### src/hdl/hwloop_pkg.sv
// hardware loop package
// shared sizes, the address type and the loop register field select

package hwloop_pkg;

  //////////////////////////////////////////////////
  // sizes
  //////////////////////////////////////////////////

  // number of loop register sets, set 0 is the innermost loop
  localparam int unsigned hwlp_n_regs = 2;

  // index width for selecting a set on the write port
  // kept at one bit minimum so a single set still has a legal index port
  localparam int unsigned hwlp_idx_w = (hwlp_n_regs > 1) ? $clog2(hwlp_n_regs) : 1;

  // address and count width
  localparam int unsigned hwlp_addr_w = 32;

  // fixed instruction size, no compressed instructions here
  localparam int unsigned hwlp_instr_bytes = 4;

  //////////////////////////////////////////////////
  // types
  //////////////////////////////////////////////////

  // used for pc, start, end and iteration count alike
  typedef logic [hwlp_addr_w-1:0] hwlp_addr_t;

  // selects which register of a set is written
  typedef enum logic [1:0] {
    HWLP_FIELD_START = 2'd0,
    HWLP_FIELD_END   = 2'd1,
    HWLP_FIELD_COUNT = 2'd2
  } hwlp_field_e;

  // encoding 2'd3 is unused
  // writes carrying it are ignored by the register file

endpackage
### src/hdl/hwloop_unit_top.sv
// hardware loop unit top
// register file, loop controller and pc sequencer wired together

`timescale 1ns/1ps

module hwloop_unit_top (
  input  logic                              clk,
  input  logic                              rst_n,

  // software write port for the loop registers
  input  logic                              cfg_we_i,
  input  logic [hwloop_pkg::hwlp_idx_w-1:0] cfg_idx_i,
  input  hwloop_pkg::hwlp_field_e           cfg_field_i,
  input  hwloop_pkg::hwlp_addr_t            cfg_wdata_i,

  // instruction stream qualifiers
  input  logic                              id_valid_i,
  input  logic                              instr_valid_i,

  // pc reload
  input  logic                              pc_set_i,
  input  hwloop_pkg::hwlp_addr_t            pc_set_addr_i,

  output hwloop_pkg::hwlp_addr_t            pc_o,

  // combinational loop redirect
  output logic                              jump_o,
  output hwloop_pkg::hwlp_addr_t            target_o,

  // registered redirect for fetch
  output logic                              jump_pc_o,
  output hwloop_pkg::hwlp_addr_t            target_pc_o
);

  import hwloop_pkg::*;

  // register file to controller
  hwlp_addr_t [hwlp_n_regs-1:0] start_addr;
  hwlp_addr_t [hwlp_n_regs-1:0] end_addr;
  hwlp_addr_t [hwlp_n_regs-1:0] counter;
  // controller back to register file
  logic       [hwlp_n_regs-1:0] dec_cnt;

  //////////////////////////////////////////////////
  // loop registers
  //////////////////////////////////////////////////

  hwloop_regs hwloop_regs_inst (
    .clk          (clk),
    .rst_n        (rst_n),
    .cfg_we_i     (cfg_we_i),
    .cfg_idx_i    (cfg_idx_i),
    .cfg_field_i  (cfg_field_i),
    .cfg_wdata_i  (cfg_wdata_i),
    .dec_cnt_i    (dec_cnt),
    .start_addr_o (start_addr),
    .end_addr_o   (end_addr),
    .counter_o    (counter)
  );

  //////////////////////////////////////////////////
  // loop controller
  //////////////////////////////////////////////////

  hwloop_controller hwloop_controller_inst (
    .clk           (clk),
    .rst_n         (rst_n),
    .id_valid_i    (id_valid_i),
    .instr_valid_i (instr_valid_i),
    .current_pc_i  (pc_o),
    .start_addr_i  (start_addr),
    .end_addr_i    (end_addr),
    .counter_i     (counter),
    .dec_cnt_o     (dec_cnt),
    .jump_o        (jump_o),
    .target_o      (target_o),
    .jump_q_o      (jump_pc_o),
    .target_q_o    (target_pc_o)
  );

  //////////////////////////////////////////////////
  // pc sequencer
  //////////////////////////////////////////////////

  // the same cycle jump feeds the pc so a redirect costs no bubble
  hwloop_pc_sequencer hwloop_pc_sequencer_inst (
    .clk           (clk),
    .rst_n         (rst_n),
    .id_valid_i    (id_valid_i),
    .instr_valid_i (instr_valid_i),
    .pc_set_i      (pc_set_i),
    .pc_set_addr_i (pc_set_addr_i),
    .loop_jump_i   (jump_o),
    .loop_target_i (target_o),
    .pc_o          (pc_o)
  );

endmodule

### src/hdl/hwloop_pc_sequencer.sv
// instruction address sequencer
// holds the pc, takes reloads, loop jumps or the sequential step

`timescale 1ns/1ps

module hwloop_pc_sequencer (
  input  logic                   clk,
  input  logic                   rst_n,

  // retire qualifiers
  input  logic                   id_valid_i,
  input  logic                   instr_valid_i,

  // software pc reload with priority over everything else
  input  logic                   pc_set_i,
  input  hwloop_pkg::hwlp_addr_t pc_set_addr_i,

  // redirect from the loop controller
  input  logic                   loop_jump_i,
  input  hwloop_pkg::hwlp_addr_t loop_target_i,

  output hwloop_pkg::hwlp_addr_t pc_o
);

  import hwloop_pkg::*;

  logic       retire;
  hwlp_addr_t pc_next;

  //////////////////////////////////////////////////
  // next pc
  //////////////////////////////////////////////////

  // instruction leaves decode only with both levels high
  assign retire = id_valid_i && instr_valid_i;

  // loop end redirect or one sequential instruction step
  always_comb begin
    if (loop_jump_i) begin
      pc_next = loop_target_i;
    end else begin
      pc_next = pc_o + hwlp_addr_t'(hwlp_instr_bytes);
    end
  end

  //////////////////////////////////////////////////
  // pc register
  //////////////////////////////////////////////////

  always_ff @(posedge clk or negedge rst_n) begin
    if (!rst_n) begin
      pc_o <= '0;
    end else if (pc_set_i) begin
      pc_o <= pc_set_addr_i;
    end else if (retire) begin
      pc_o <= pc_next;
    end
    // pc holds during a stall
  end

  //////////////////////////////////////////////////
  // checks
  //////////////////////////////////////////////////

  // an aligned pc stays aligned through steps, holds and aligned redirects
  pc_align_a : assert property (
    @(posedge clk) disable iff (!rst_n)
    (pc_set_i ? ((pc_set_addr_i % hwlp_instr_bytes) == 0)
              : (((pc_o % hwlp_instr_bytes) == 0) &&
                 (!loop_jump_i || ((loop_target_i % hwlp_instr_bytes) == 0))))
      |=> ((pc_o % hwlp_instr_bytes) == 0)
  );

endmodule

### src/hdl/hwloop_controller.sv
// hardware loop controller
// matches the next pc against loop end addresses, picks the jump target
// and raises the count decrement for the winning set

`timescale 1ns/1ps

module hwloop_controller (
  input  logic                                                  clk,
  input  logic                                                  rst_n,

  // retire qualifiers and current pc
  input  logic                                                  id_valid_i,
  input  logic                                                  instr_valid_i,
  input  hwloop_pkg::hwlp_addr_t                                current_pc_i,

  // loop register contents
  input  hwloop_pkg::hwlp_addr_t [hwloop_pkg::hwlp_n_regs-1:0]  start_addr_i,
  input  hwloop_pkg::hwlp_addr_t [hwloop_pkg::hwlp_n_regs-1:0]  end_addr_i,
  input  hwloop_pkg::hwlp_addr_t [hwloop_pkg::hwlp_n_regs-1:0]  counter_i,

  // decrement strobes back to the register file
  output logic [hwloop_pkg::hwlp_n_regs-1:0]                    dec_cnt_o,

  // combinational jump in the same cycle as the matching pc
  output logic                                                  jump_o,
  output hwloop_pkg::hwlp_addr_t                                target_o,

  // registered copy for the fetch side
  output logic                                                  jump_q_o,
  output hwloop_pkg::hwlp_addr_t                                target_q_o
);

  import hwloop_pkg::*;

  hwlp_addr_t             next_pc;
  logic                   retire;
  logic [hwlp_n_regs-1:0] end_hit;
  logic [hwlp_n_regs-1:0] cnt_live;
  logic [hwlp_n_regs-1:0] match;

  //////////////////////////////////////////////////
  // per-set match
  //////////////////////////////////////////////////

  // address of the instruction after the current one
  assign next_pc = current_pc_i + hwlp_addr_t'(hwlp_instr_bytes);
  assign retire  = id_valid_i && instr_valid_i;

  always_comb begin
    for (int k = 0; k < hwlp_n_regs; k++) begin
      end_hit[k]  = (next_pc == end_addr_i[k]);
      // count 1 means the last pass falls through
      cnt_live[k] = (counter_i[k] >= hwlp_addr_t'(2));
      match[k]    = end_hit[k] && cnt_live[k] && retire;
    end
  end

  //////////////////////////////////////////////////
  // priority select
  //////////////////////////////////////////////////

  // walk from the top down so the lowest matching index is left standing
  always_comb begin
    target_o  = '0;
    dec_cnt_o = '0;
    for (int k = hwlp_n_regs - 1; k >= 0; k--) begin
      if (match[k]) begin
        target_o  = start_addr_i[k];
        dec_cnt_o = '0;
        dec_cnt_o[k] = 1'b1;
      end
    end
  end

  assign jump_o = |match;

  //////////////////////////////////////////////////
  // registered copy for fetch
  //////////////////////////////////////////////////

  // follows every valid instruction and holds while nothing is valid
  always_ff @(posedge clk or negedge rst_n) begin
    if (!rst_n) begin
      jump_q_o   <= 1'b0;
      target_q_o <= '0;
    end else if (instr_valid_i) begin
      jump_q_o   <= jump_o;
      target_q_o <= target_o;
    end
  end

  //////////////////////////////////////////////////
  // checks
  //////////////////////////////////////////////////

  // a jump takes one iteration from the lowest matching set
  jump_dec_a : assert property (
    @(posedge clk) disable iff (!rst_n)
    jump_o |-> ($onehot(dec_cnt_o) && ((dec_cnt_o & match) == dec_cnt_o)
                && ((match & (dec_cnt_o - 1'b1)) == '0))
  );

  // no redirect and no count change without a retiring instruction
  jump_retire_a : assert property (
    @(posedge clk) disable iff (!rst_n)
    !(id_valid_i && instr_valid_i) |-> (!jump_o && (dec_cnt_o == '0))
  );

endmodule

### src/hdl/hwloop_regs.sv
// hardware loop register file
// start, end and count per loop set, software write port and count decrement

`timescale 1ns/1ps

module hwloop_regs (
  input  logic                                                  clk,
  input  logic                                                  rst_n,

  // software write port
  input  logic                                                  cfg_we_i,
  input  logic [hwloop_pkg::hwlp_idx_w-1:0]                     cfg_idx_i,
  input  hwloop_pkg::hwlp_field_e                               cfg_field_i,
  input  hwloop_pkg::hwlp_addr_t                                cfg_wdata_i,

  // decrement strobes from the controller
  input  logic [hwloop_pkg::hwlp_n_regs-1:0]                    dec_cnt_i,

  // register contents, straight from the flops
  output hwloop_pkg::hwlp_addr_t [hwloop_pkg::hwlp_n_regs-1:0]  start_addr_o,
  output hwloop_pkg::hwlp_addr_t [hwloop_pkg::hwlp_n_regs-1:0]  end_addr_o,
  output hwloop_pkg::hwlp_addr_t [hwloop_pkg::hwlp_n_regs-1:0]  counter_o
);

  import hwloop_pkg::*;

  // one write enable per set
  logic [hwlp_n_regs-1:0] set_we;

  //////////////////////////////////////////////////
  // write decode
  //////////////////////////////////////////////////

  always_comb begin
    for (int k = 0; k < hwlp_n_regs; k++) begin
      set_we[k] = cfg_we_i && (cfg_idx_i == hwlp_idx_w'(k));
    end
  end

  //////////////////////////////////////////////////
  // address registers
  //////////////////////////////////////////////////

  // start and end only move on software writes
  always_ff @(posedge clk or negedge rst_n) begin
    if (!rst_n) begin
      start_addr_o <= '0;
      end_addr_o   <= '0;
    end else begin
      for (int k = 0; k < hwlp_n_regs; k++) begin
        if (set_we[k] && (cfg_field_i == HWLP_FIELD_START)) begin
          start_addr_o[k] <= cfg_wdata_i;
        end
        if (set_we[k] && (cfg_field_i == HWLP_FIELD_END)) begin
          end_addr_o[k] <= cfg_wdata_i;
        end
      end
    end
  end

  //////////////////////////////////////////////////
  // iteration counters
  //////////////////////////////////////////////////

  // a software write beats a decrement in the same cycle
  // the controller only strobes counts of 2 or more, so no wrap below zero
  always_ff @(posedge clk or negedge rst_n) begin
    if (!rst_n) begin
      counter_o <= '0;
    end else begin
      for (int k = 0; k < hwlp_n_regs; k++) begin
        if (set_we[k] && (cfg_field_i == HWLP_FIELD_COUNT)) begin
          counter_o[k] <= cfg_wdata_i;
        end else if (dec_cnt_i[k]) begin
          counter_o[k] <= counter_o[k] - hwlp_addr_t'(1);
        end
      end
    end
  end

  //////////////////////////////////////////////////
  // checks
  //////////////////////////////////////////////////

  // the controller picks a single loop per retired instruction
  dec_onehot_a : assert property (
    @(posedge clk) disable iff (!rst_n)
    $onehot0(dec_cnt_i)
  );

endmodule

### config.mk
export PLATFORM = sky130hd
export DESIGN_NAME = hwloop_unit_top
export DESIGN_NICKNAME = d
export VERILOG_FILES = /design/src/hdl/hwloop_pkg.sv /design/src/hdl/hwloop_unit_top.sv /design/src/hdl/hwloop_pc_sequencer.sv /design/src/hdl/hwloop_controller.sv /design/src/hdl/hwloop_regs.sv
export SDC_FILE = /design/constraint.sdc
export NUM_CORES = 1
export LEC_CHECK = 0
export BUFFER_PORTS_ARGS = -buffer_cell sky130_fd_sc_hd__buf_4
export CAP_MARGIN = 20
export CELL_PAD_IN_SITES_DETAIL_PLACEMENT = 0
export CELL_PAD_IN_SITES_GLOBAL_PLACEMENT = 1
export CORE_MARGIN = 2
export CORE_UTILIZATION = 46
export DETAILED_ROUTE_END_ITERATION = 10
export HOLD_SLACK_MARGIN = 0.06
export MAX_ROUTING_LAYER = met4
export PLACE_DENSITY_LB_ADDON = 0.15
export SKIP_CTS_REPAIR_TIMING = 1
export SYNTH_ARGS = -nofsm -noshare
export SYNTH_HDL_FRONTEND = slang
export SYNTH_HIERARCHICAL = 1
export SYNTH_SLANG_ARGS = --single-unit
### constraint.sdc
create_clock -name clk -period 7 [get_ports clk]
set_input_delay 0.35 -clock clk [delete_from_list [all_inputs] [get_ports clk]]
set_output_delay 0.35 -clock clk [all_outputs]
set_load 0.03 [all_outputs]
* Word-level counts from Yosys, hierarchy flattened
Cells that the tools add are included.
W data, S select, Z words.
** Operators by class
- Add/subtract/negate cells :: 3
- Multipliers :: 0
- Div/mod/pow operators :: 0
- Order comparisons :: 2
- Eq/ne operators :: 4
- Shifts and indexed selects :: 0
- Muxes and demuxes :: 11
- Bitwise operators :: 1
- Reductions and logical operators :: 18
** Operators with widths (number)
- $mux W32 :: 9
- $eq A32 B32 Y1 :: 2
- $ge A32 B2 Y1 const B :: 2
- $sub A32 B1 Y32 const B :: 2
- $add A32 B3 Y32 const B :: 1
- $logic_and A1 B1 Y1 :: 13
- $reduce_bool A2 Y1 :: 3
- $mux W2 :: 2
- $eq A2 B1 Y1 const B :: 1
- $eq A2 B2 Y1 const B :: 1
- $logic_not A2 Y1 :: 1
- $reduce_or A2 Y1 :: 1
- $not A1 Y1 :: 1
** Storage, ports and cells
- Register bits after elaboration :: 257
- Latch bits :: 0
- Bits in writable memories :: 0
- Bits in read-only memories :: 0
- Bits of input ports :: 73
- Output and inout port bits :: 98
- Word-level logic and storage cells :: 48
- Memories :: 0

* Longest topological paths before layout
Gate-level depths: netlist of run 1.
- Depth after elaboration :: 9
- Mapped depth :: 18
- Depth with buffers taken out :: 14

* Cells and area by module
The synthesis of run 1 kept the hierarchy.
** Modules (own cells, without submodules)
- hwloop_regs :: times used 1, cells an instance 670, area each 8247.9 µm², seq. area each 4804.6 µm²
- hwloop_controller :: times used 1, cells an instance 754, area each 5531.6 µm², seq. area each 825.8 µm²
- hwloop_pc_sequencer :: times used 1, cells an instance 283, area each 2294.7 µm², seq. area each 800.8 µm²

* Worst setup path after synthesis of run 1
OpenSTA, ideal clock, no wires.
- Kind :: register to register
- From :: register hwloop_pc_sequencer_inst.pc_o[4]
- To :: register hwloop_pc_sequencer_inst.pc_o[8]
- Arrival :: 5.055 ns
- Required time :: 6.878 ns
- Slack :: 1.823 ns
- Stages on the path, launching flop included :: 15
- Path buffers :: 4
- Cells stage by stage :: dfrtp_1 buf_4 nand3_4 or4_4 or4_1 buf_2 xnor2_1 nor4_1 nand4bb_1 o21ai_0 or2_2 clkbuf_1 clkbuf_1 o21ai_0 a32o_1
** On the way
- Elaborated cells on any way between the ends :: 13
- Classes of those cells :: 1 x add/sub; 2 x eq/ne; 5 x mux; 5 x reduce/logical
** RTL lines
- start, declared :: RTL line hwloop_pc_sequencer.sv:22 : output hwloop_pkg::hwlp_addr_t pc_o
- start signal, assigned :: RTL line hwloop_pc_sequencer.sv:54 : pc_o <= pc_set_addr_i;
- start signal, assigned :: RTL line hwloop_pc_sequencer.sv:56 : pc_o <= pc_next;
- $add A32 B3 Y32 * :: RTL line hwloop_controller.sv:46 : assign next_pc = current_pc_i + hwlp_addr_t'(hwlp_instr_bytes);
- $eq A32 B32 Y1 :: RTL line hwloop_controller.sv:51 : end_hit[k] = (next_pc == end_addr_i[k]);
- $logic_and A1 B1 Y1 (2 in series) :: RTL line hwloop_controller.sv:54 : match[k] = end_hit[k] && cnt_live[k] && retire;
- $reduce_or A2 Y1 * :: RTL line hwloop_controller.sv:75 : assign jump_o = |match;
- via jump_o :: RTL line hwloop_unit_top.sv:27 : output logic jump_o,
- $mux W32 * :: RTL line hwloop_pc_sequencer.sv:39 : if (loop_jump_i) begin
- $mux W32 * :: RTL line hwloop_pc_sequencer.sv:55 : end else if (retire) begin
- $mux W32 * :: RTL line hwloop_pc_sequencer.sv:53 : end else if (pc_set_i) begin
The timed path passes the listed nets; every way through them passes the cells marked *. The select of a mux whose other input is x is not followed.
A chain may end at the register's enable or synchronous reset.

* Worst setup path after layout of run 1
- From :: register hwloop_pc_sequencer_inst.pc_o[8]
- To :: register hwloop_regs_inst/counter_o[60] in the netlist's numbering
** On the way
- Longest elaborated chain between the ends :: 7
- Elaborated cells on any way between the ends :: 10
- Classes of those cells :: 1 x add/sub; 2 x eq/ne; 2 x mux; 5 x reduce/logical
** Ends and longest elaborated chain
- $add A32 B3 Y32 * :: RTL line hwloop_controller.sv:46
- $eq A32 B32 Y1 :: RTL line hwloop_controller.sv:51
- $logic_and A1 B1 Y1 (2 in series) :: RTL line hwloop_controller.sv:54
- $mux W2 :: RTL line hwloop_controller.sv:67 : if (match[k]) begin
- $mux W2 * :: RTL line hwloop_controller.sv:67
- via dec_cnt[1] :: RTL line hwloop_unit_top.sv:42 : logic [hwlp_n_regs-1:0] dec_cnt;
- $reduce_bool A2 Y1 (no source line) *
- end signal, assigned by index :: RTL line hwloop_regs.sv:73 : counter_o[k] <= cfg_wdata_i;
- end signal, assigned by index :: RTL line hwloop_regs.sv:75 : counter_o[k] <= counter_o[k] - hwlp_addr_t'(1);
- end, declared :: RTL line hwloop_regs.sv:22 : output hwloop_pkg::hwlp_addr_t [hwloop_pkg::hwlp_n_regs-1:0] counter_o
The timed path passes the listed nets; every way through them passes the cells marked *.

==> summary.md, run 1 <==
| Metric | Value |
|---|---|
| Share of layout cells above drive strength 1 | `about a quarter` |
| Status | `finished clean` |
| Top post-synthesis cells by area | `dfrtp_1 40%, mux2_2 9.2%, xnor2_1 4.5%` |
| Clock share of power | `around a third` |
| Syn Inst Count | `1707` |
| Die W | `~190 um` |
| Root Driver | `clkbuf_16` |
| Via density | `~6.6` |
| Switch Pwr | `approximately 1.7 mW` |
| Sequential area share after synthesis | `between 40% and 50%` |
| WL per Instance | `roughly 27 um` |
| Inserted Diodes | `0` |
| Post-synth ARST share | `100.0%` |
| Fin cells | `~2300` |
| Most frequent cell after synthesis | `dfrtp_1` |
| DP Wirelength | `roughly 44000 um` |
| DR vias | `15170` |
| Yosys cell types | `approximately 80` |
| Worst-Margin Slew | `about 1.1 ns` |
| Post-synth net total | `1784` |
| Worst vdd ir | `~0.00020 V` |
| DP Cell Count | `roughly 2200` |
| Fin crit share | `about 88%` |
| Clock sinks | `between 200 and 300` |
| Gpl congestion | `0.9746` |
| Core area | `between 30000 and 40000 um^2` |
| Worst EP required | `~7.4 ns` |
| EDFF count, synth | `0` |
| Max Slew Vio Count | `0` |
| Final TNS setup | `0 ns` |
| Slew HR | `28.60%` |
| DR DRC count | `0` |
| Num CTS Buffers | `30` |
| Worst skew pair latency | `about 0.58 ns` |
| Flop pwr share | `between 40 and 50%` |
| Final core occ | `between 50% and 60%` |
| Yosys warns | `6` |
| Drt total wl | `about 63000 um` |
| Synth Cell Area | `about 16000 um^2` |
| Max cap viols | `0` |
| Die area | `about 36000 um^2` |
| Final hold vios | `0` |
| CTS clk-pin slew, worst paths | `approximately 0.060 ns` |
| First drt pass iteration count | `6` |
| Hold Path Class | `primary input to flop` |
| I/O pins | `about 170` |
| Top cell types by occurrence after synthesis | `257 x dfrtp_1, 132 x nand3_1, 131 x mux2_2` |
| Crit path max fanout | `19` |
| Fin crit period | `about 6 ns` |
| RSZ-0062 raised after global routing | `no` |
| CTS tree | `done` |
| Avg Cell Area, Syn | `between 9 and 10 um^2` |
| Antenna violations before repair | `1` |
| Iteration-0 DRC count of the detailed router | `between 1000 and 1500` |
| Sw Share | `33.95%` |
| Chip height | `~190 um` |
| # nets final | `roughly 1900` |
| WS Path Type | `flop to flop` |
| Yosys top cell by area | `dfrtp_1` |
| Synth top area share | `40.01%` |
| Most used DFF post-synth | `dfrtp_1` |
| Fmax | `0.1630 GHz` |
| Synth-to-Final Area Change | `17.37%` |
| Int Pwr | `~3.3 mW` |
| Largest net degree at the start of global routing | `about 80` |
| Yosys reg bits | `257` |
| I/O Buffers | `170` |
| Final Skew | `between 0.02 and 0.03 ns` |
| CTS HTree Levels | `1` |
| Vias in the first global route | `14650` |
| Comb pwr share | `roughly a quarter` |
| GR Overflow Total | `0` |
| Lkg Pwr | `between 7 and 8 nW` |
| Final ANT Viol Nets | `0` |
| Initial Utilization | `46.65%` |
| All-Layer GR Usage | `a little over a third` |
| First-pass GRT wire length | `~94000 um` |
| Core Rows | `~70` |
| Critical Path AT | `6.56 ns` |
| Final number of setup-violating endpoints | `0` |
| Clk buf depth | `3` |
| Critical Path End Type | `flop` |
| Startpoint Class | `flop` |
| Power Density | `~260 nW/um^2` |
-- placed cells by master, fill, tap and decap left out, drive strengths merged, types with 11 or more instances in the layout --
| cell | n |
|---|---|
| or4 | 17 |
| buf | 206 |
| xnor2 | 83 |
| dfrtp | 257 |
| o211ai | 32 |
| mux2 | 131 |
| nor4 | 74 |
| nand2 | 98 |
| and3 | 15 |
| clkbuf | 38 |
| or3 | 20 |
| a21oi | 62 |
| nand3 | 134 |
| and2 | 11 |
| inv | 19 |
| a31oi | 18 |
| xor2 | 42 |
| nor2 | 99 |
| and4 | 13 |
| nand2b | 47 |
| nand4 | 73 |
| o31ai | 11 |
| o21ai | 89 |
| nor3 | 53 |
| o32ai | 31 |
-- metrics by stage --
stage               cell area [um^2]  setup slack (ns)  total power, mW  hold WS (ns)
global placement               17680             1.021            3.255        0.3498
global route                   18870            0.2961            5.179       0.06082
floorplan                      16070             1.823            2.812       0.05441
detailed placement             17680            0.9684            3.272        0.3616
finish                         18870            0.8661            4.967       0.04082
CTS                            18750            0.9559            4.963       -0.2584
-- kinds of logic (layout without fill, tap and decap cells) --
logic type	after synthesis	after routing	share of synthesized area (%)
AO/OA/AOI/OAI	325	325	13.68
XOR/XNOR	134	134	8.095
AND/OR/NAND/NOR	701	701	24.23
buffers and inverters	145	289	3.876
flip-flops	257	257	40.01
multiplexers	141	141	9.800
adder cells (fa/ha/maj)	4	4	0.3114
-- worst max-delay path: stages (launching register included) --
cell,delay (ns)
dfrtp_1,0.78
nand4_1,0.67
nor4_1,0.99
xor3_1,0.39
nor4_1,0.40
nand4_1,0.21
a2111oi_4,0.27
nand3_1,0.19
nor2_1,0.35
nor4b_1,0.75
nand3_2,0.37
nor4_1,0.38
xnor2_1,0.16
a21oi_1,0.08
-- path summary, 6_finish.rpt --
path                                                                    from                                           endpoint  slack (ns)  cells after the start
max                             hwloop_pc_sequencer_inst/pc_o[8]$_DFFE_PN0P_         hwloop_regs_inst/counter_o[60]$_DFFE_PN0P_        0.87                     13
min                                                         pc_set_addr_i[4]       hwloop_pc_sequencer_inst/pc_o[4]$_DFFE_PN0P_        0.04                      2
max reg2reg                     hwloop_pc_sequencer_inst/pc_o[8]$_DFFE_PN0P_         hwloop_regs_inst/counter_o[60]$_DFFE_PN0P_        0.87                     13
min reg2reg                hwloop_controller_inst/target_q_o[15]$_DFFE_PN0P_  hwloop_controller_inst/target_q_o[15]$_DFFE_PN0P_        0.50                      2
max in group asynchronous                                              rst_n  hwloop_controller_inst/target_q_o[10]$_DFFE_PN0P_        5.22                      3
min in group asynchronous                                              rst_n        hwloop_regs_inst/end_addr_o[52]$_DFFE_PN0P_        0.31                      2
-- per-layer routing --
layer / wire [um] / share of wire [%] / up-vias / track usage, %
li1: - / - / 6690 / -
met4: 2409 / 3.8 / 0 / 12.79
met5: 0 / 0 / - / -
met3: 4416 / 7.0 / 123 / 4.535
met1: 27690 / 44 / 7663 / 48.94
met2: 28740 / 45 / 698 / 53.82
-- power by group through the flow --
| stage | sequential, mW | combinational, mW | clock (mW) |
|---|---|---|---|
| after floorplan | 2.03 | 0.786 | 0 |
| after detailed placement | 2.13 | 1.14 | 0 |
| after CTS | 2.11 | 1.15 | 1.71 |
| after global placement | 2.13 | 1.13 | 0 |
| final | 2.12 | 1.16 | 1.69 |
| after global routing | 2.15 | 1.25 | 1.78 |
-- cell type report --
class | instances | area (um^2)
inverter | 17 | 63.81
tap | 455 | 569.3
fill | 3196 | 15590
sequential | 257 | 6431
clock inverter | 18 | 219.0
timing repair buffer | 216 | 1664
multi-input combinational | 1305 | 9076
clock buffer | 38 | 842.1
-- registers in the layout, summed over array words and instances (netlist names) --
signal,flops
hwloop_controller_inst/jump_q_o,1
hwloop_regs_inst/end_addr_o,64
hwloop_regs_inst/start_addr_o,64
hwloop_controller_inst/target_q_o,32
hwloop_regs_inst/counter_o,64
hwloop_pc_sequencer_inst/pc_o,32
(Power assumes the default switching activity.)
==> run 2: changes to the inputs <==
--- a/config.mk
+++ b/config.mk
@@ -10,7 +10,7 @@
 export CELL_PAD_IN_SITES_DETAIL_PLACEMENT = 0
 export CELL_PAD_IN_SITES_GLOBAL_PLACEMENT = 1
 export CORE_MARGIN = 2
-export CORE_UTILIZATION = 46
+export CORE_UTILIZATION = 50
 export DETAILED_ROUTE_END_ITERATION = 10
 export HOLD_SLACK_MARGIN = 0.06
 export MAX_ROUTING_LAYER = met4
==> constraint.sdc (replaced) <==
create_clock -name clk -period 7.5 [get_ports clk]
set_input_delay 0.375 -clock clk [delete_from_list [all_inputs] [get_ports clk]]
set_output_delay 0.375 -clock clk [all_outputs]
set_load 0.03 [all_outputs]
==> summary.md, run 2 (synthesis results as in run 1) <==
| Metric | Value |
|---|---|
| Status | `finished clean` |
| Core area | `31640 um^2 (-8.2%)` |
| Slew HR | `22.75% (-5.9 points)` |
| Drt total wl | `61320 um (-3.1%)` |
| Clock sinks | `257 (unchanged)` |
| Die area | `33600 um^2 (-7.8%)` |
| Worst Setup EP | `hwloop_regs_inst/counter_o[60]$_DFFE_PN0P_` |
| Share of layout cells above drive strength 1 | `23.13% (-0.21 points)` |
| Fmax | `0.1607 GHz (-1.5%)` |
| Fin crit period | `6.225 ns (+0.09079 ns)` |
| DR vias | `15030 (-0.94%)` |
| CTS clk-pin slew, worst paths | `0.06 ns (about the same)` |
| Die W | `183.3 um (-4.0%)` |
| RSZ-0062 raised after global routing | `no` |
| All-Layer GR Usage | `37.35% (+1.8 points)` |
| # nets final | `1903 (-0.053%)` |
| CP startpoint | `hwloop_pc_sequencer_inst/pc_o[6]$_DFFE_PN0P_` |
| Clk buf depth | `3 (unchanged)` |
| GR Overflow Total | `0 (unchanged)` |
| Fin crit share | `83.00% (-4.6 points)` |
| Root Driver | `clkbuf_16` |
| Worst reg2reg startpoint | `hwloop_pc_sequencer_inst/pc_o[6]$_DFFE_PN0P_` |
| Worst EP required | `7.91 ns (+0.49 ns)` |
| First drt pass iteration count | `6 (unchanged)` |
| WS Path Type | `flop to flop` |
| I/O pins | `171 (unchanged)` |
| Design area | `18690 um^2 (-0.94%)` |
| Num CTS Buffers | `29 (-3.3%)` |
| Most frequent cells in the layout | `257 x dfrtp_1, 206 x buf_4, 131 x nand3_1, 131 x mux2_2` |
| Startpoint Class | `flop` |
| Initial Utilization | `50.81% (+4.2 points)` |
| Power Density | `239.5 nW/um^2 (-9.0%)` |
| Hold Path Class | `primary input to flop` |
| DP Wirelength | `42870 um (-3.4%)` |
| Via density | `6.686 (+1.6%)` |
| Synth-to-Final Area Change | `16.26%` |
| Worst vdd ir | `0.0001910 V (-3.0%)` |
| Final hold vios | `0 (unchanged)` |
| Reg-to-Reg End | `hwloop_regs_inst/counter_o[60]$_DFFE_PN0P_` |
| Gpl congestion | `0.9901 (+1.6%)` |
| Max Slew Vio Count | `0 (unchanged)` |
| DP Cell Count | `2188 (-2.3%)` |
| Vias in the first global route | `14360 (-2.0%)` |
| First-pass GRT wire length | `92230 um (-2.0%)` |
| Final ANT Viol Nets | `0 (unchanged)` |
| Worst skew pair latency | `0.58 ns (about the same)` |
| Iteration-0 DRC count of the detailed router | `1818 (+28%)` |
| Final core occ | `59.07% (+4.3 points)` |
| Largest net degree at the start of global routing | `74 (-5.1%)` |
| Commonest non-fill, non-tap cell in the layout | `dfrtp_1` |
| Final TNS setup | `0 ns (unchanged)` |
| Fin cells | `2248 (-2.5%)` |
| Final Skew | `0.02021 ns (-0.007431 ns)` |
| Reg-to-reg setup timing slack | `1.28 ns (+0.41 ns)` |
| Crit path max fanout | `33 (+14)` |
| R2R cell count | `14 (+1)` |
| Lkg Pwr | `7.280 nW (-0.55%)` |
| WL per Instance | `27.28 um (-0.55%)` |
| Inserted Diodes | `0 (unchanged)` |
| Chip height | `183.3 um (-4.0%)` |
| Max cap viols | `0 (unchanged)` |
| Critical Path End Type | `flop` |
| CTS tree | `done` |
| Core Rows | `65 (-4.4%)` |
| CTS HTree Levels | `1 (unchanged)` |
| I/O Buffers | `170 (unchanged)` |
| Largest regs | `hwloop_regs_inst/counter_o: 64 flops, hwloop_regs_inst/end_addr_o: 64 flops, hwloop_regs_inst/start_addr_o: 64 flops` |
| Worst-Margin Slew | `1.155 ns (+0.09915 ns)` |
| Antenna violations before repair | `1 (unchanged)` |
| DR DRC count | `0 (unchanged)` |
| Dpl cell area | `17640 um^2 (-0.28%)` |
| Final number of setup-violating endpoints | `0 (unchanged)` |
| Critical Path AT | `6.64 ns (+0.08 ns)` |
run 2: cell types whose count changed in the layout (fill, tap and decap cells not counted), sizes merged:
cell	previous run	this run
clkinvlp	4	1
buf	206	208
inv	19	18
clkbuf	38	39
bufinv	4	2
dlygate4sd3	10	8
run 2: layout make-up:
type,count,area (um^2)
clock buffers,39,813.3
flip-flops and latches,257,6431
clock inverters,12,131.4
inverters,17,63.81
well taps,402,503.0
multi-input cells,1305,9076
fillers,2829,12950
repair buffers,216,1669
run 2: through the flow:
step	hold slack, ns	power, mW	setup slack, ns
after floorplan	0.07941	2.625	2.323
after global placement	0.3702	3.022	1.539
after detailed placement	0.3700	3.041	1.444
after CTS	-0.2203	4.474	1.416
after global routing	0.06055	4.672	0.7431
final	0.03312	4.476	1.275
run 2: worst min path at each step:
| stage | from | endpoint | slack (ns) | cells past startpoint |
|---|---|---|---|---|
| after floorplan | rst_n | hwloop_controller_inst/jump_q_o$_DFFE_PN0P_ | 0.08 | 0 |
| after CTS | rst_n | hwloop_regs_inst/counter_o[57]$_DFFE_PN0P_ | -0.22 | 1 |
| final | pc_set_addr_i[28] | hwloop_pc_sequencer_inst/pc_o[28]$_DFFE_PN0P_ | 0.03 | 3 |
| after global placement | rst_n | hwloop_regs_inst/counter_o[55]$_DFFE_PN0P_ | 0.37 | 1 |
| after detailed placement | rst_n | hwloop_regs_inst/counter_o[57]$_DFFE_PN0P_ | 0.37 | 1 |
| after global routing | pc_set_addr_i[4] | hwloop_pc_sequencer_inst/pc_o[4]$_DFFE_PN0P_ | 0.06 | 2 |
run 2: worst max-delay path, cell delays in order, from the launching register on:
cell and delay (ns):
dfrtp_1 0.71, nand2_1 0.48, or4_4 0.67, or4_1 0.64, a32oi_1 0.28, nand3_1 0.14
a2111oi_4 0.33, buf_4 0.42, nand3_1 0.19, nor2_1 0.41, nor4b_1 0.78, nand3_2 0.37
nor4_1 0.39, xnor2_1 0.16, a21oi_1 0.08
run 2: power by group:
part | internal, mW | switching (mW)
registers | 1.63 | 0.335
logic | 0.497 | 0.590
clock network | 0.828 | 0.597
run 2: routing by layer:
metal  vias to the layer above  part of all wire, %  track usage (%)
li1                       6651                    -                -
met1                      7484                   42            51.00
met2                       749                   45            56.39
met3                       147                  8.0            5.759
met4                         0                  4.6            14.02
met5                         -                    0                -
